`config.mk`:
```
export PLATFORM = sky130hd
export DESIGN_NAME = board_ctrl
export DESIGN_NICKNAME = d
export VERILOG_FILES = /design/src/logic/board_io_pkg.sv /design/src/logic/board_regs_pkg.sv /design/src/logic/board_ctrl.sv /design/src/logic/board_regs.sv /design/src/logic/wdog_timer.sv /design/src/logic/input_sync.sv /design/src/logic/apb_reg_port.sv
export SDC_FILE = /design/constraint.sdc
export NUM_CORES = 1
export LEC_CHECK = 0
export BUFFER_PORTS_ARGS = -buffer_cell sky130_fd_sc_hd__clkbuf_2
export CAP_MARGIN = 10
export CORE_UTILIZATION = 55
export CTS_CLUSTER_SIZE = 40
export DETAILED_ROUTE_END_ITERATION = 7
export PLACE_DENSITY_LB_ADDON = 0.08
export SYNTH_ARGS = -nofsm -noshare
export SYNTH_HDL_FRONTEND = slang
export SYNTH_SLANG_ARGS = --single-unit
```
`constraint.sdc`:
```
create_clock -name sysclk -period 4.94 [get_ports sysclk]
set_input_delay 1.235 -clock sysclk [delete_from_list [all_inputs] [get_ports sysclk]]
set_output_delay 1.235 -clock sysclk [all_outputs]
set_load 0.05 [all_outputs]
```
`src/logic/board_io_pkg.sv`:
```
`default_nettype none

package board_io_pkg;

    // --------------------
    // board geometry
    localparam int num_axes = 4;        // amp channels on the card

    // --------------------
    // watchdog
    // prescaler bits, one tick every 2**8 = 256 sysclk cycles
    localparam int wdog_prescale_w = 8;

    // --------------------
    // pin synchronizer
    localparam int sync_stages = 2;     // flops per async pin

endpackage

`default_nettype wire

```
`src/logic/board_regs_pkg.sv`:
```
`default_nettype none

package board_regs_pkg;

    // --------------------
    // channel 0 register map
    localparam int unsigned reg_index_w = 4;                // in-channel index, paddr[3:0]

    localparam logic [reg_index_w-1:0] reg_status     = 4'd0;   // enables, masks, faults
    localparam logic [reg_index_w-1:0] reg_phyctrl    = 4'd1;   // phy request scratch
    localparam logic [reg_index_w-1:0] reg_phydata    = 4'd2;   // phy data scratch
    localparam logic [reg_index_w-1:0] reg_timeout    = 4'd3;   // watchdog period
    localparam logic [reg_index_w-1:0] reg_version    = 4'd4;   // board version, read only
    localparam logic [reg_index_w-1:0] reg_tempsns    = 4'd5;   // temperature sensors
    localparam logic [reg_index_w-1:0] reg_digiout    = 4'd6;   // digital outputs
    localparam logic [reg_index_w-1:0] reg_fw_version = 4'd7;   // firmware version
    localparam logic [reg_index_w-1:0] reg_promstat   = 4'd8;   // prom status
    localparam logic [reg_index_w-1:0] reg_promres    = 4'd9;   // prom result
    localparam logic [reg_index_w-1:0] reg_digin      = 4'd10;  // home, limits, dout echo
    localparam logic [reg_index_w-1:0] reg_last       = 4'd10;  // anything above is unmapped

    localparam logic [31:0] board_version = 32'h514C4131;   // ascii "QLA1"
    localparam logic [31:0] fw_version    = 32'd1;

    // one bit per index, 0-3 and 6 take writes
    localparam logic [15:0] reg_writable = 16'h004F;

    // --------------------
    // status word, two views of the same address

    // host write: value bits plus a mask selecting which ones apply
    typedef struct packed {
        logic [11:0] rsvd_hi;
        logic        pwr_mask;      // bit 19
        logic        pwr_val;       // bit 18
        logic        relay_mask;    // bit 17
        logic        relay_val;     // bit 16
        logic [3:0]  rsvd_mid;
        logic [3:0]  amp_mask;      // bits 11:8
        logic [3:0]  rsvd_lo;
        logic [3:0]  amp_val;       // bits 3:0, 1 = enable
    } status_wr_t;

    // host read: live board state
    typedef struct packed {
        logic [3:0]  num_chan;      // always 4 on this card
        logic [3:0]  board_id;      // rotary switch strap
        logic        wdog_timeout;  // bit 23
        logic [2:0]  rsvd_b2;
        logic        mv_good;       // motor supply ok
        logic        pwr_enable;
        logic        relay_fb_n;    // relay feedback, inverted
        logic        relay_on;
        logic [3:0]  rsvd_b1;
        logic [3:0]  fault;         // amp fault pins
        logic [3:0]  rsvd_b0;
        logic [3:0]  amp_enabled;   // inverse of amp_disable
    } status_rd_t;

    typedef union packed {
        status_wr_t wr;
        status_rd_t rd;
    } status_word_u;

endpackage

`default_nettype wire
```
`src/logic/board_ctrl.sv`:
```
`timescale 1ns/100ps
`default_nettype none

module board_ctrl (
    input  logic                              sysclk,
    input  logic                              reset,
    // apb slave
    input  logic [7:0]                        paddr,
    input  logic                              psel,
    input  logic                              penable,
    input  logic                              pwrite,
    input  logic [31:0]                       pwdata,
    output logic [31:0]                       prdata,
    output logic                              pready,
    output logic                              pslverr,
    // board pins
    input  logic [board_io_pkg::num_axes-1:0] neg_limit_pin,
    input  logic [board_io_pkg::num_axes-1:0] pos_limit_pin,
    input  logic [board_io_pkg::num_axes-1:0] home_pin,
    input  logic [board_io_pkg::num_axes-1:0] fault_pin,
    input  logic                              relay_pin,
    input  logic                              mv_good_pin,
    input  logic                              v_fault_pin,
    input  logic [3:0]                        board_id,
    input  logic [15:0]                       temp_sense,
    input  logic [31:0]                       prom_status,
    input  logic [31:0]                       prom_result,
    // board controls
    output logic [board_io_pkg::num_axes-1:0] amp_disable,
    output logic [board_io_pkg::num_axes-1:0] dout,
    output logic                              relay_on,
    output logic                              pwr_enable
);
    import board_regs_pkg::*;
    import board_io_pkg::*;

    logic [reg_index_w-1:0] reg_index;
    logic                   rd_en;
    logic                   wr_en;          // also kicks the watchdog
    logic                   wdog_timeout;
    logic [15:0]            wdog_period;
    logic [num_axes-1:0]    neg_limit, pos_limit, home, fault;
    logic                   relay, mv_good, v_fault;

    apb_reg_port port_i (
        .sysclk, .reset,
        .paddr, .psel, .penable, .pwrite,
        .pready, .pslverr,
        .reg_index, .rd_en, .wr_en
    );

    input_sync sync_i (
        .sysclk, .reset,
        .neg_limit_pin, .pos_limit_pin, .home_pin, .fault_pin,
        .relay_pin, .mv_good_pin, .v_fault_pin,
        .neg_limit, .pos_limit, .home, .fault,
        .relay, .mv_good, .v_fault
    );

    wdog_timer wdog_i (
        .sysclk, .reset,
        .wr_en,
        .period (wdog_period),
        .wdog_timeout
    );

    board_regs regs_i (
        .sysclk, .reset,
        .reg_index, .reg_wdata (pwdata), .wr_en, .rd_en,
        .reg_rdata (prdata),
        .wdog_timeout, .wdog_period,
        .neg_limit, .pos_limit, .home, .fault,
        .relay, .mv_good, .v_fault,
        .board_id, .temp_sense, .prom_status, .prom_result,
        .amp_disable, .dout, .relay_on, .pwr_enable
    );

endmodule

`default_nettype wire

```
`src/logic/board_regs.sv`:
```
`timescale 1ns/100ps
`default_nettype none

module board_regs (
    input  logic                                   sysclk,
    input  logic                                   reset,
    // from apb port
    input  logic [board_regs_pkg::reg_index_w-1:0] reg_index,
    input  logic [31:0]                            reg_wdata,
    input  logic                                   wr_en,
    input  logic                                   rd_en,
    output logic [31:0]                            reg_rdata,
    // watchdog
    input  logic                                   wdog_timeout,
    output logic [15:0]                            wdog_period,
    // synchronized board pins
    input  logic [board_io_pkg::num_axes-1:0]      neg_limit,
    input  logic [board_io_pkg::num_axes-1:0]      pos_limit,
    input  logic [board_io_pkg::num_axes-1:0]      home,
    input  logic [board_io_pkg::num_axes-1:0]      fault,
    input  logic                                   relay,
    input  logic                                   mv_good,
    input  logic                                   v_fault,
    // straps and sampled buses
    input  logic [3:0]                             board_id,
    input  logic [15:0]                            temp_sense,
    input  logic [31:0]                            prom_status,
    input  logic [31:0]                            prom_result,
    // board controls
    output logic [board_io_pkg::num_axes-1:0]      amp_disable,
    output logic [board_io_pkg::num_axes-1:0]      dout,
    output logic                                   relay_on,
    output logic                                   pwr_enable
);
    import board_regs_pkg::*;
    import board_io_pkg::*;

    status_word_u wr_word;      // host write, decoded as value/mask
    status_word_u rd_word;      // live status for reads
    logic [15:0]  phy_ctrl;     // scratch only, no phy behind it
    logic [15:0]  phy_data;
    logic [31:0]  rd_mux;

    // keep bits outside mask, take val inside
    function automatic logic [num_axes-1:0] masked_update(
        input logic [num_axes-1:0] cur,
        input logic [num_axes-1:0] val,
        input logic [num_axes-1:0] mask
    );
        return (cur & ~mask) | (val & mask);
    endfunction

    assign wr_word = reg_wdata;

    // --------------------
    // control registers
    always_ff @(posedge sysclk) begin
        if (!reset) begin
            amp_disable <= '1;              // power up with amps off
            relay_on    <= 1'b0;
            pwr_enable  <= 1'b0;
            dout        <= '0;
            wdog_period <= 16'hFFFF;
        end else begin
            // lost host, kill all amps; a write below can re-enable
            if (wdog_timeout) amp_disable <= '1;
            if (wr_en) begin
                case (reg_index)
                    reg_status: begin
                        // disable is the inverse of the enable value
                        amp_disable <= masked_update(amp_disable,
                                                     ~wr_word.wr.amp_val,
                                                     wr_word.wr.amp_mask);
                        if (wr_word.wr.relay_mask) relay_on <= wr_word.wr.relay_val;
                        if (wr_word.wr.pwr_mask) pwr_enable <= wr_word.wr.pwr_val;
                    end
                    reg_timeout: wdog_period <= reg_wdata[15:0];
                    reg_digiout: begin
                        // same value/mask layout as the amp field
                        dout <= masked_update(dout, wr_word.wr.amp_val, wr_word.wr.amp_mask);
                    end
                    default: ;              // read-only, rejected by port
                endcase
            end
        end
    end

    // phy scratch words
    always_ff @(posedge sysclk) begin
        if (wr_en && reg_index == reg_phyctrl) phy_ctrl <= reg_wdata[15:0];
        if (wr_en && reg_index == reg_phydata) phy_data <= reg_wdata[15:0];
    end

    // --------------------
    // read side
    always_comb begin
        rd_word                = '0;
        rd_word.rd.num_chan    = 4'(num_axes);
        rd_word.rd.board_id    = board_id;
        rd_word.rd.wdog_timeout = wdog_timeout;
        rd_word.rd.mv_good     = mv_good;
        rd_word.rd.pwr_enable  = pwr_enable;
        rd_word.rd.relay_fb_n  = ~relay;        // pin is active low
        rd_word.rd.relay_on    = relay_on;
        rd_word.rd.fault       = fault;
        rd_word.rd.amp_enabled = ~amp_disable;
    end

    always_comb begin
        case (reg_index)
            reg_status:     rd_mux = rd_word;
            reg_phyctrl:    rd_mux = {16'd0, phy_ctrl};
            reg_phydata:    rd_mux = {16'd0, phy_data};
            reg_timeout:    rd_mux = {16'd0, wdog_period};
            reg_version:    rd_mux = board_version;
            reg_tempsns:    rd_mux = {16'd0, temp_sense};
            reg_digiout:    rd_mux = {28'd0, dout};
            reg_fw_version: rd_mux = fw_version;
            reg_promstat:   rd_mux = prom_status;
            reg_promres:    rd_mux = prom_result;
            // home low, then pos, neg, dout echo, v_fault at 16
            reg_digin:      rd_mux = {15'd0, v_fault, dout, neg_limit, pos_limit, home};
            default:        rd_mux = 32'd0;
        endcase
    end

    // loaded in setup, zero otherwise so errored reads return 0
    always_ff @(posedge sysclk) begin
        if (!reset) begin
            reg_rdata <= 32'd0;
        end else begin
            reg_rdata <= rd_en ? rd_mux : 32'd0;
        end
    end

endmodule

`default_nettype wire

```
`src/logic/wdog_timer.sv`:
```
`timescale 1ns/100ps
`default_nettype none

module wdog_timer #(
    parameter int prescale_w = board_io_pkg::wdog_prescale_w  // tick = 2**prescale_w clocks
) (
    input  logic        sysclk,
    input  logic        reset,
    input  logic        wr_en,          // any accepted host write
    input  logic [15:0] period,         // in ticks, 0 = off
    output logic        wdog_timeout
);

    logic [prescale_w-1:0] prescale_q;  // free running divider
    logic                  tick;
    logic [15:0]           count_q;     // ticks since last write

    // --------------------
    // prescaler
    always_ff @(posedge sysclk) begin
        if (!reset) begin
            prescale_q <= '0;
        end else begin
            prescale_q <= prescale_q + 1'b1;
        end
    end

    assign tick = &prescale_q;          // once per wrap

    // --------------------
    // tick counter and sticky flag
    always_ff @(posedge sysclk) begin
        if (!reset) begin
            count_q      <= '0;
            wdog_timeout <= 1'b0;
        end else if (wr_en) begin
            // host is alive, start over
            count_q      <= '0;
            wdog_timeout <= 1'b0;
        end else if (tick && period != 16'd0) begin
            if (count_q < period) begin
                count_q <= count_q + 1'b1;
            end else begin
                wdog_timeout <= 1'b1;   // holds until the next write
            end
        end
    end

endmodule

`default_nettype wire

```
`src/logic/input_sync.sv`:
```
`timescale 1ns/100ps
`default_nettype none

module input_sync (
    input  logic                              sysclk,
    input  logic                              reset,
    // raw board pins, asynchronous
    input  logic [board_io_pkg::num_axes-1:0] neg_limit_pin,
    input  logic [board_io_pkg::num_axes-1:0] pos_limit_pin,
    input  logic [board_io_pkg::num_axes-1:0] home_pin,
    input  logic [board_io_pkg::num_axes-1:0] fault_pin,
    input  logic                              relay_pin,
    input  logic                              mv_good_pin,
    input  logic                              v_fault_pin,
    // sysclk domain copies
    output logic [board_io_pkg::num_axes-1:0] neg_limit,
    output logic [board_io_pkg::num_axes-1:0] pos_limit,
    output logic [board_io_pkg::num_axes-1:0] home,
    output logic [board_io_pkg::num_axes-1:0] fault,
    output logic                              relay,
    output logic                              mv_good,
    output logic                              v_fault
);
    import board_io_pkg::*;

    localparam int pin_w = 4 * num_axes + 3;   // four per-axis groups plus three singles

    logic [pin_w-1:0] pin_vec;
    logic [pin_w-1:0] sync_q [sync_stages];    // [0] is the metastable stage

    assign pin_vec = {v_fault_pin, mv_good_pin, relay_pin,
                      fault_pin, home_pin, pos_limit_pin, neg_limit_pin};

    always_ff @(posedge sysclk) begin
        if (!reset) begin
            for (int i = 0; i < sync_stages; i++) sync_q[i] <= '0;
        end else begin
            sync_q[0] <= pin_vec;
            for (int i = 1; i < sync_stages; i++) sync_q[i] <= sync_q[i-1];
        end
    end

    // unpack the last stage in the same order
    assign {v_fault, mv_good, relay, fault, home, pos_limit, neg_limit} =
        sync_q[sync_stages-1];

endmodule

`default_nettype wire

```
`src/logic/apb_reg_port.sv`:
```
`timescale 1ns/100ps
`default_nettype none

module apb_reg_port (
    input  logic                                 sysclk,
    input  logic                                 reset,      // sync, active low
    // apb slave side
    input  logic [7:0]                           paddr,
    input  logic                                 psel,
    input  logic                                 penable,
    input  logic                                 pwrite,
    output logic                                 pready,
    output logic                                 pslverr,
    // register file side
    output logic [board_regs_pkg::reg_index_w-1:0] reg_index,
    output logic                                 rd_en,
    output logic                                 wr_en
);
    import board_regs_pkg::*;

    logic setup_phase;      // psel, no penable
    logic access_phase;     // psel and penable
    logic chan_err;         // outside channel 0
    logic index_err;        // unmapped index
    logic ro_err;           // write to a read-only index
    logic addr_err;
    logic err_q;            // error held for the access cycle

    assign setup_phase  = psel & ~penable;
    assign access_phase = psel & penable;

    // host keeps paddr stable from setup through access
    assign reg_index = paddr[reg_index_w-1:0];

    // --------------------
    // address check
    assign chan_err  = |paddr[7:4];                        // spi channels not here
    assign index_err = reg_index > reg_last;
    assign ro_err    = pwrite & ~reg_writable[reg_index];
    assign addr_err  = chan_err | index_err | ro_err;

    always_ff @(posedge sysclk) begin
        if (!reset) begin
            err_q <= 1'b0;
        end else begin
            err_q <= setup_phase & addr_err;               // drops again after access
        end
    end

    // --------------------
    // strobes
    // read strobe in setup so the file can register data for access
    assign rd_en = setup_phase & ~pwrite & ~addr_err;
    // write strobe in access, one pulse per transfer
    assign wr_en = access_phase & pwrite & ~err_q;

    // zero wait states
    assign pready  = 1'b1;
    assign pslverr = err_q;

endmodule

`default_nettype wire

```
# Word-level counts from Yosys, hierarchy flattened
# Memory sizes are Yosys's and may differ from the RTL's.
# Index checks and enable logic that the tools add are counted.
# totals
mem_bits_rw	38
output_inout_bits	44
mem_bits_ro	16
wordCells	82
regBits	116
input_bits	148
n_memories	2
# classes
order_cmp	3
eq_ne	10
mux	9
n_reduce_logical	15
n_bitwise	29
addsub	2
# memory_table
memory	depth	word_bits	read_ports	rd_clocked_by_memory_dff	write_ports	line	text
sync_i.sync_q	2	19	2	0	2	input_sync.sv:29	logic [pin_w-1:0] sync_q [sync_stages];
(no name shown)	16	1	1	0	0	apb_reg_port.sv:39	assign ro_err = pwrite & ~reg_writable[reg_index];
# ops
operator	n
$pmux 32 s11	1
$mux 19	2
$add 16x1->16 const B	1
$and 4x4->4	4
$eq 4x3->1 const B	4
$lt 16x16->1	1
$reduce_bool 16->1	1
$eq 4x4->1 const B	3
$mux 4	3
$not 4->4	3
$reduce_and 2->1	5
$add 8x1->8 const B	1
$and 1x1->1	8
$eq 4x2->1 const B	2
$not 1->1	8
$or 4x4->4	2
$reduce_and 8->1	1
$reduce_and 3->1	2
$lt 4x5->1 const B	1
$eq 4x1->1 const B	1
$gt 4x4->1 const B	1
$logic_not 4->1	1
$or 1x1->1	4
$reduce_or 4->1	1
other kinds (3)	7

# Longest topological paths before layout
# Gate-level depths: netlist (run 1).
# depth
depth_word	8
mapped_depth	10
ltp_nobuf	8

# Cells and area by module
# Synthesis (run 1) repeated with hierarchy kept, for this count alone.
# hier_totals
hier_cells	736
hier_area_um2	7337.0
# modules_own_cells
mod	area_per_inst_um2	seq_area_each_um2	cells_each	n_inst
board_regs	4390.5	2122.0	428	1
wdog_timer	1646.6	500.5	194	1
input_sync	1157.4	760.7	96	1
apb_reg_port	142.6	20.0	18	1

# Least setup slack after synthesis (run 1)
# No wires, ideal clock.
# synth_timing
path_kind	input port to flip-flop
from	input psel
to	register regs_i.phy_ctrl[0] (enable)
required_time_ns	4.510
slack_ns	1.336
setup_time_ns	0.430
n_path_buf	0
t_arrival_ns	3.174
stages	2
path_cell_list	nand4b_1 > nor4_1
# synth_via
elab_chain_len	4
# synth_lines
element	line	text
start: declaration	board_ctrl.sv:9	input logic psel,
$and 1x1->1	apb_reg_port.sv:30	assign access_phase = psel & penable;
$and 1x1->1 (2 in a row)	apb_reg_port.sv:55	assign wr_en = access_phase & pwrite & ~err_q;
$logic_and 1x1->1	board_regs.sv:90	if (wr_en && reg_index == reg_phyctrl) phy_ctrl <= reg_wdata[15:0];
end signal: assignment	board_regs.sv:90	
end: declaration	board_regs.sv:40	logic [15:0] phy_ctrl;
# No other way between the ends.
# A chain may end at the register's enable or synchronous reset.

# Worst setup path in the final report (run 1)
# layout_timing
from	input paddr[3]
to	register regs_i.wdog_period[0]
# layout_via
elab_chain_len	2
# layout_lines
element	line	text
start: declaration	board_ctrl.sv:8	input logic [7:0] paddr,
$eq 4x2->1	board_regs.sv:68	case (reg_index)
$reduce_and 2->1 (no line)	--	
end signal: assignment	board_regs.sv:77	reg_timeout: wdog_period <= reg_wdata[15:0];
end: declaration	board_regs.sv:15	output logic [15:0] wdog_period,
# No other way between the ends.

==> out/results.ini, run 1 <==
[logic_synthesis]
yosys_warnings = 0
synth-seq-cells = 154
syn_nets = 791
ys.flop_type = dfxtp_1
synthTopCellsByArea = dfxtp_1 (39%), edfxtp_1 (15%), and2_1 (4.5%)
synth_edf_count = 32
synth_seq_area_share_pct = 54.2
netlist_area_mm2 = 0.00628
yosysTopAreaCellShare_pct = 38.9
synthArstFlopShare_pct = 0
synth_top_area_cell = dfxtp_1
netlist_instances = 626
postSynthAreaPerCell_um2 = 10.0
synth_common_cells = dfxtp_1 (122), nand2_1 (58), and2_1 (45)
synth_most_common_cell = dfxtp_1
ys_types = 51

[critical_path]
critPathKind = input pin to flip-flop
path_cells = clkbuf_2, nor2_1, and3_1, nor2b_2, buf_4, mux2i_1, nand2_1
timing.critical_path.slowest_stage_cell = and3_1
cp_data_required_time_ns = 5.22
cp-end-kind = flip-flop
worst_ep_arrival_time_ns = 3.45
slowest_delay_ns = 0.61
startpoint_type = input pin
critical_path.max_fanout = 19

[placement]
dp.cells = 920
gp_congestion = 0.861
port_buffers = 178
pre_cts_slack_ns = 1.41
dp_hpwl_um = 12600

[run_status]
status = complete, no violations

[die]
die_y_um = 109
die_area_mm2 = 0.0119
die_x_um = 109
start_util_pct = 57.2
core_mm2 = 0.0110
io_pins = 192
rows = 38

[timing]
period_share_pct = 64.0
whs_ns = 0.431
setup_violations = 0
fin_setup_tns_ns = 0
rsz0062_at_grt = no
max_freq_mhz = 316
layout_setup_ws_ns = 1.78
min_period_ns = 3.16
slew_headroom_pct = 43.4
worstMarginPinSlew_ns = 0.848
skew_ns = 0.00688
slew_violations = 0
finalHoldViolations = 0

[run]
drv_cap = 0

[clock_network]
postCtsSetupBuffers = 0
clock_latency_ns = 0.42
clkTransAtPathRegs_ns = 0.06
clkSinkCount = 154
cts_hold_buffers = 0
cts_tree = done
cts_buffer_depth = 2
cts_resized = 0
cts_max_level = 4
cts-root-buf = clkbuf_16
numCtsBuffers = 17

[grt]
antenna_found_initial = 0
grt_pass1_vias = 5218
grt_overflow = 0
grt_usage_pct = 30.7
grt_start_max_net_pins = 74
grt_pass1_wl_um = 26800

[routing]
drt-wirelength-per-cell_um = 18.6
drc = 0
routed_via_density = 5.93
drt_pre_antenna_iters = 5
dr_total_vias = 5657
drtIter0Drc = 598
wl_um = 17800
ant_nets = 0

[final_layout]
n_antenna_cell = 0
layout.nets = 966
fill_cells = 836
drive_above_1_share_pct = 28.0
instances_no_fill = 954
syn_to_final_growth_pct = 25.4

[power_and_ir_drop]
p_total_mw = 2.64
ir_drop_v = 0.000249
p_leak_nw = 3.26
powerDensity_mw_per_mm2 = 336

[min_path]
hp-class = flip-flop to flip-flop

[metrics by stage]
step | utilization, % | instance area [µm²]
finish | 71.7 | 7880
global route | 71.7 | 7880
CTS | 71.4 | 7840
detailed placement | 66.5 | 7300
global placement | 66.5 | 7300
floorplan | - | 6280
[logic make-up after synthesis]
group                    synth area share [%]
other                                  0.0597
flip-flops                               54.2
AO/OA/AOI/OAI                            18.9
multiplexers                            0.637
adder cells (fa/ha/maj)                  3.39
AND/OR/NAND/NOR                          18.4
XOR/XNOR                                0.697
buffers and inverters                    3.75
[cells in the final DEF, fill, tap and decap left out, drive strengths merged, types with 4 or more instances in the layout]
cell	n
ha	17
nor2b	8
a21oi	32
nand2	58
nand2b	5
o21ai	26
a22o	7
mux2i	4
a221oi	11
nand3	16
inv	20
or3	20
clkbuf	205
a22oi	35
nor4	8
dfxtp	122
buf	14
and3	7
nor3	6
edfxtp	32
nand4	9
and2	45
a31oi	16
o211ai	16
a21boi	6
nor2	24
a222oi	10
[layer usage]
metal	part of all wire, %	up-vias	wire (µm)	track usage [%]
li1	-	2672	-	-
met1	40	2653	7120	38.9
met2	48	283	8520	49.0
met3	8.8	49	1560	7.17
met4	3.2	0	570	15.4
met5	0	-	0	0
[where the power goes]
| part | internal (mW) | switching (mW) |
|---|---|---|
| clock | 0.699 | 0.481 |
| sequential | 1.30 | 0.00790 |
| combinational | 0.0691 | 0.0834 |
| total | 2.07 | 0.573 |
[critical path: cells and delay by family]
kind,cells,cell delay (ns)
AND/OR/NAND/NOR,4,1.44
multiplexers,1,0.21
buffers and inverters,2,0.55
[registers in the layout, indices dropped and copies added (netlist names), named ones only]
name	count
regs_i.relay_on	1
wdog_i.wdog_timeout	1
port_i.pslverr	1
regs_i.phy_ctrl	16
regs_i.reg_rdata	32
regs_i.wdog_period	16
wdog_i.prescale_q	8
regs_i.phy_data	16
regs_i.pwr_enable	1
wdog_i.count_q	16
sync_i.sync_q	38
[worst paths after layout]
path | depth (start not counted) | slack [ns] | start | end
worst max-delay path | 7 | 1.78 | paddr[3] | regs_i.wdog_period[0]
worst max register to register | 8 | 2.06 | regs_i.wdog_period[13] | wdog_i.count_q[5]
worst min register to register | 1 | 0.43 | sync_i.sync_q[0][1] | sync_i.sync_q[0][20]
worst min-delay path | 1 | 0.43 | sync_i.sync_q[0][1] | sync_i.sync_q[0][20]
[area by class of cell]
cell class                      count  area [µm²]  area share, %
Sequential cell                   154        3400           43.2
Multi-Input combinational cell    417        2670           33.9
Timing Repair Buffer              192        1020           12.9
Clock buffer                       27         504           6.40
Tap cell                          140         175           2.22
Inverter                           19        71.3          0.905
Clock inverter                      5        35.0          0.445
Note: power is estimated with default switching activity, not from simulation.
==> inputs of run 2 (changes only) <==
--- a/config.mk
+++ b/config.mk
@@ -7,7 +7,7 @@
 export LEC_CHECK = 0
 export BUFFER_PORTS_ARGS = -buffer_cell sky130_fd_sc_hd__clkbuf_2
 export CAP_MARGIN = 10
-export CORE_UTILIZATION = 55
+export CORE_UTILIZATION = 46
 export CTS_CLUSTER_SIZE = 40
 export DETAILED_ROUTE_END_ITERATION = 7
 export PLACE_DENSITY_LB_ADDON = 0.08
==> constraint.sdc (replaced) <==
create_clock -name sysclk -period 2.86 [get_ports sysclk]
set_input_delay 0.715 -clock sysclk [delete_from_list [all_inputs] [get_ports sysclk]]
set_output_delay 0.715 -clock sysclk [all_outputs]
set_load 0.05 [all_outputs]
==> run 2 against run 1 <==
Design area up 2.1%. Clock skew about the same. Combinational power increased by 76%. Register-to-register slack got worse by 1.9 ns.
==> out/results.ini, run 2 (synthesis gave the netlist of run 1 again) <==
[final_layout]
largest_reg_flops = 38  ; unchanged
syn_to_final_growth_pct = 28.0
utilization_pct = 60.5  ; -11 points
regMostFlops = sync_i.sync_q
fill_cells = 1173  ; +40%
layout_common_cells = clkbuf_2 (178), dfxtp_1 (122), nand2_1 (58)
final_common_cell = clkbuf_2
instances_no_fill = 1004  ; +5.2%
layout.nets = 980  ; +1.4%
stdcell_area_mm2 = 0.00804  ; +2.1%
top_regs = sync_i.sync_q x38, regs_i.reg_rdata x32
drive_above_1_share_pct = 30.0  ; +1.9 points
n_antenna_cell = 0  ; unchanged

[power_and_ir_drop]
p_total_mw = 4.60  ; +74%
p_leak_nw = 3.35  ; +2.6%
powerDensity_mw_per_mm2 = 572  ; +71%
ir_drop_v = 0.000365  ; +46%

[routing]
drt_pre_antenna_iters = 5  ; unchanged
drtIter0Drc = 505  ; -16%
routed_via_density = 5.65  ; -4.8%
dr_total_vias = 5670  ; +0.23%
ant_nets = 0  ; unchanged
drc = 0  ; unchanged
wl_um = 17900  ; +0.73%
drt-wirelength-per-cell_um = 17.8  ; -4.3%

[critical_path]
cp.buffers_inverters = 2  ; unchanged
cp_num_cells = 9  ; +2
critPathKind = flip-flop to flip-flop
startpoint_type = flip-flop
slowest_delay_ns = 0.58  ; -0.03 ns
path_cells = inv_1, ha_1, nand4_1, or3_1, or4_4, nand4_4, buf_4, mux2i_1, nor2_1
cp-end-kind = flip-flop
cp_data_required_time_ns = 3.15  ; -2.07 ns
timing.critical_path.slowest_stage_cell = or4_4
critical_path.max_fanout = 19  ; unchanged
worst_ep_arrival_time_ns = 2.94  ; -0.51 ns
rr_worst_depth = 9  ; +1
critPathTopFamily = simple AND/OR/NAND/NOR gates

[die]
die_x_um = 119  ; +9.2%
die_y_um = 119  ; +9.2%
core_mm2 = 0.0133  ; +21%
rows = 42  ; +11%
die_area_mm2 = 0.0141  ; +19%
start_util_pct = 47.2  ; -9.9 points
io_pins = 192  ; unchanged

[timing]
fin_setup_tns_ns = 0  ; unchanged
finalHoldViolations = 0  ; unchanged
skew_ns = 0.00701  ; +0.000132 ns
period_share_pct = 92.7
setup_violations = 0  ; unchanged
slew_violations = 0  ; unchanged
slew_headroom_pct = 61.0  ; +18 points
max_freq_mhz = 377
whs_ns = 0.427  ; -0.00434 ns
layout_setup_ws_ns = 0.208  ; -1.57 ns
rsz0062_at_grt = no
min_period_ns = 2.65
worstMarginPinSlew_ns = 0.582  ; -0.266 ns

[clock_network]
cts_tree = done
cts-root-buf = clkbuf_16
clock_latency_ns = 0.42  ; about the same
cts_max_level = 4  ; unchanged
cts_buffer_depth = 2  ; unchanged
clkTransAtPathRegs_ns = 0.06  ; about the same
clkSinkCount = 154  ; unchanged
numCtsBuffers = 17  ; unchanged

[placement]
port_buffers = 178  ; unchanged
place_area_mm2 = 0.00749  ; +2.6%
dp.cells = 972  ; +5.7%
dp_hpwl_um = 13200  ; +4.5%
gp_congestion = 0.817  ; -5.1%
pre_cts_slack_ns = 0.118  ; -1.29 ns

[grt]
grt_overflow = 0  ; unchanged
grt_usage_pct = 25.7  ; -5.0 points
grt_pass1_vias = 5364  ; +2.8%
antenna_found_initial = 0  ; unchanged
grt_pass1_wl_um = 27600  ; +2.8%
grt_start_max_net_pins = 43  ; -42%

[run]
drv_cap = 0  ; unchanged

[run_status]
status = complete, no violations

[min_path]
worstHoldPathCells = 1  ; unchanged
hp-class = flip-flop to flip-flop

[run 2: layout make-up]
class | instances | area [µm²] | share of cell area, %
clock buffers | 23 | 489 | 6.08
clock inverters | 9 | 58.8 | 0.731
inverters | 19 | 71.3 | 0.887
multi-input cells | 417 | 2690 | 33.4
flip-flops and latches | 154 | 3400 | 42.3
well taps | 176 | 220 | 2.74
repair buffers | 206 | 1110 | 13.8
[run 2: power breakdown]
group | leakage, nW | switching, mW | internal [mW]
registers | 1.28 | 0.0127 | 2.25
logic | 1.79 | 0.145 | 0.123
clock network | 0.279 | 0.864 | 1.21
total | 3.35 | 1.02 | 3.58
[run 2: final timing paths]
path / startpoint / end / slack (ns)
setup / recovery: regs_i.wdog_period[15] / wdog_i.count_q[1] / 0.21
hold reg to reg: sync_i.sync_q[0][17] / sync_i.sync_q[0][36] / 0.43
hold / removal: sync_i.sync_q[0][17] / sync_i.sync_q[0][36] / 0.43
setup reg to reg: regs_i.wdog_period[15] / wdog_i.count_q[1] / 0.21
[run 2: repair_timing]
action                                  CTS  global route
hold buffers                              0             0
gates resized for setup                   0             1
hold endpoints to repair                  0             0
setup buffers                             0             0
endpoints found under the setup margin    0             4
[run 2: metal layers]
metal	part of all wire, %	vias to the layer above	global-route usage [%]
li1	-	2698	-
met1	42	2728	32.4
met2	49	222	42.8
met3	7.1	22	6.47
met4	1.9	0	8.94
met5	0	-	0
[run 2: worst register-to-register path, stage by stage (launching register included)]
cell and delay, ns:
dfxtp_1 0.36, inv_1 0.09, ha_1 0.29, nand4_1 0.15, or3_1 0.43, or4_4 0.59
nand4_4 0.21, buf_4 0.18, mux2i_1 0.18, nor2_1 0.05
==> inputs of run 3 (changes only) <==
--- a/config.mk
+++ b/config.mk
@@ -7,7 +7,8 @@
 export LEC_CHECK = 0
 export BUFFER_PORTS_ARGS = -buffer_cell sky130_fd_sc_hd__clkbuf_2
 export CAP_MARGIN = 10
-export CORE_UTILIZATION = 46
+export CORE_MARGIN = 8
+export CORE_UTILIZATION = 55
 export CTS_CLUSTER_SIZE = 40
 export DETAILED_ROUTE_END_ITERATION = 7
 export PLACE_DENSITY_LB_ADDON = 0.08
==> constraint.sdc (replaced) <==
create_clock -name sysclk -period 3.2 [get_ports sysclk]
set_input_delay 0.8 -clock sysclk [delete_from_list [all_inputs] [get_ports sysclk]]
set_output_delay 0.8 -clock sysclk [all_outputs]
set_load 0.05 [all_outputs]
==> run 3 against run 2 <==
Utilization grew 10 points. Setup slack gained 0.15 ns. Combinational power fell by 12%. Clock power is essentially flat. First-iteration DRC count up 9.3%. Sequential cell count unchanged. Cell count down 4.2%. Worst hold slack gained 0.0046 ns. Global-route usage fell by 1.2 points. Largest cell class unchanged.
==> out/results.ini, run 3 (synthesis gave the netlist of run 1 again) <==
[run_status]
status = complete, no violations

[final_layout]
fill_cells = 872  ; -26%
top_regs = sync_i.sync_q x38, regs_i.reg_rdata x32
syn_to_final_growth_pct = 27.0
stdcell_area_mm2 = 0.00798  ; -0.84%
layout.nets = 971  ; -0.92%
final_common_cell = clkbuf_2
seqCellArea_mm2 = 0.00340  ; unchanged
drive_above_1_share_pct = 29.3  ; -0.65 points
n_antenna_cell = 0  ; unchanged
layout_common_cells = clkbuf_2 (178), dfxtp_1 (122), nand2_1 (58)
regMostFlops = sync_i.sync_q
multi_input_area_mm2 = 0.00268  ; -0.19%
largest_reg_flops = 38  ; unchanged

[routing]
drtIter0Drc = 552  ; +9.3%
wl_um = 18800  ; +4.8%
dr_total_vias = 5680  ; +0.18%
drt-wirelength-per-cell_um = 19.5  ; +9.4%
ant_nets = 0  ; unchanged
drc = 0  ; unchanged
routed_via_density = 5.90  ; +4.5%
drt_pre_antenna_iters = 8  ; +3

[power_and_ir_drop]
p_leak_nw = 3.32  ; -0.77%
ir_drop_v = 0.000409  ; +12%
p_total_mw = 4.30  ; -6.6%
powerDensity_mw_per_mm2 = 539  ; -5.8%

[die]
rows = 39  ; -7.1%
io_pins = 192  ; unchanged
die_y_um = 123  ; +3.4%
die_x_um = 123  ; +3.4%
core_mm2 = 0.0113  ; -15%
die_area_mm2 = 0.0151  ; +6.9%
start_util_pct = 55.7  ; +8.5 points

[placement]
port_buffers = 178  ; unchanged
dp_hpwl_um = 13900  ; +5.0%
gp_congestion = 0.858  ; +4.9%
place_area_mm2 = 0.00736  ; -1.7%

[timing]
finalHoldViolations = 0  ; unchanged
setup_violations = 0  ; unchanged
period_share_pct = 88.9  ; -3.8 points
fin_setup_tns_ns = 0  ; unchanged
max_freq_mhz = 351  ; -6.8%
worstMarginPinSlew_ns = 0.749  ; +0.167 ns
rsz0062_at_grt = no
skew_ns = 0.00488  ; -0.00213 ns
slew_violations = 0  ; unchanged
slew_headroom_pct = 49.6  ; -11 points
min_period_ns = 2.85  ; +0.193 ns

[clock_network]
clkTransAtPathRegs_ns = 0.06  ; about the same
numCtsBuffers = 17  ; unchanged
cts_buffer_depth = 2  ; unchanged
clkSinkCount = 154  ; unchanged
cts_max_level = 4  ; unchanged
clock_latency_ns = 0.42  ; about the same
postCtsSetupBuffers = 0  ; unchanged
cts_tree = done
cts-root-buf = clkbuf_16
cts_hold_buffers = 0  ; unchanged

[grt]
grtUsageMet3_pct = 6.35  ; -0.12 points
antenna_found_initial = 0  ; unchanged
grt_pass1_vias = 5528  ; +3.1%
met1_usage_pct = 30.3  ; -2.1 points
use_met2_pct = 39.9  ; -2.9 points
grt_usage_pct = 24.6  ; -1.2 points
grt_pass1_wl_um = 28600  ; +3.8%
busiest_layer = met2
grt_start_max_net_pins = 42  ; -2.3%
grt_overflow = 0  ; unchanged

[critical_path]
critical_path.max_fanout = 22  ; +3
cp_data_required_time_ns = 3.54  ; +0.39 ns
worst_ep_arrival_time_ns = 3.19  ; +0.25 ns
startpoint_type = flip-flop
cp-end-kind = flip-flop
critPathKind = flip-flop to flip-flop

[min_path]
hp-class = flip-flop to flip-flop

[run]
drv_cap = 0  ; unchanged

run 3: cell types whose count changed in the layout (fill, tap and decap cells not counted), moves of 2 or more:
cell | previous run | this run
bufinv_16 | 0 | 2
clkinv_4 | 1 | 5
inv_4 | 5 | 0
clkbuf_1 | 3 | 1
buf_4 | 27 | 19
inv_6 | 1 | 5
clkbuf_8 | 2 | 0
run 3: power by group:
group / switching, mW / leakage [nW] / total (mW) / internal (mW)
logic: 0.127 / 1.74 / 0.236 / 0.108
registers: 0.0118 / 1.28 / 2.02 / 2.01
clock network: 0.832 / 0.298 / 2.04 / 1.21
run 3: layout make-up:
class | count | share of cell area (%)
clock inverter | 13 | 1.91
multi-input combinational | 417 | 33.6
clock buffer | 19 | 5.70
sequential | 154 | 42.7
inverter | 19 | 0.894
tap | 143 | 2.24
timing repair buffer | 197 | 13.0
run 3: critical path, stage by stage, from the launching register on:
cell and delay (ns):
dfxtp_1 0.37, inv_1 0.08, ha_1 0.30, a211oi_1 0.22, nor2_1 0.08, nor4_1 0.66, nand4_4 0.40, or4_1 0.51
a21oi_1 0.15
run 3: final timing paths:
check,start,end,slack [ns],cells after the start
worst max-delay path,regs_i.wdog_period[13],wdog_i.count_q[5],0.35,8
worst min-delay path,sync_i.sync_q[0][13],sync_i.sync_q[0][32],0.43,1
worst max register to register,regs_i.wdog_period[13],wdog_i.count_q[5],0.35,8
worst min register to register,sync_i.sync_q[0][13],sync_i.sync_q[0][32],0.43,1
run 3: repair_timing:
action                                 CTS  global route
endpoints found under the hold margin    0             0
setup endpoints to repair                0             1
resized for setup                        0             1
run 3: metrics by stage:
stage / setup WS (ns) / util [%] / cells / hold WS, ns
4_1_cts: 0.292 / 70.7 / 962 / 0.429
3_3_place_gp: 0.458 / 65.3 / 930 / 0.416
2_1_floorplan: 0.0312 / - / 626 / 0.412
6_report: 0.355 / 70.8 / 962 / 0.432
5_1_grt: 0.158 / 70.8 / 962 / 0.450
3_5_place_dp: 0.308 / 65.3 / 930 / 0.418
run 3: layer usage:
metal	routed length, µm	vias to the layer above
met5	0	-
met4	469	0
met3	1730	35
met2	8950	258
met1	7620	2692
li1	-	2695
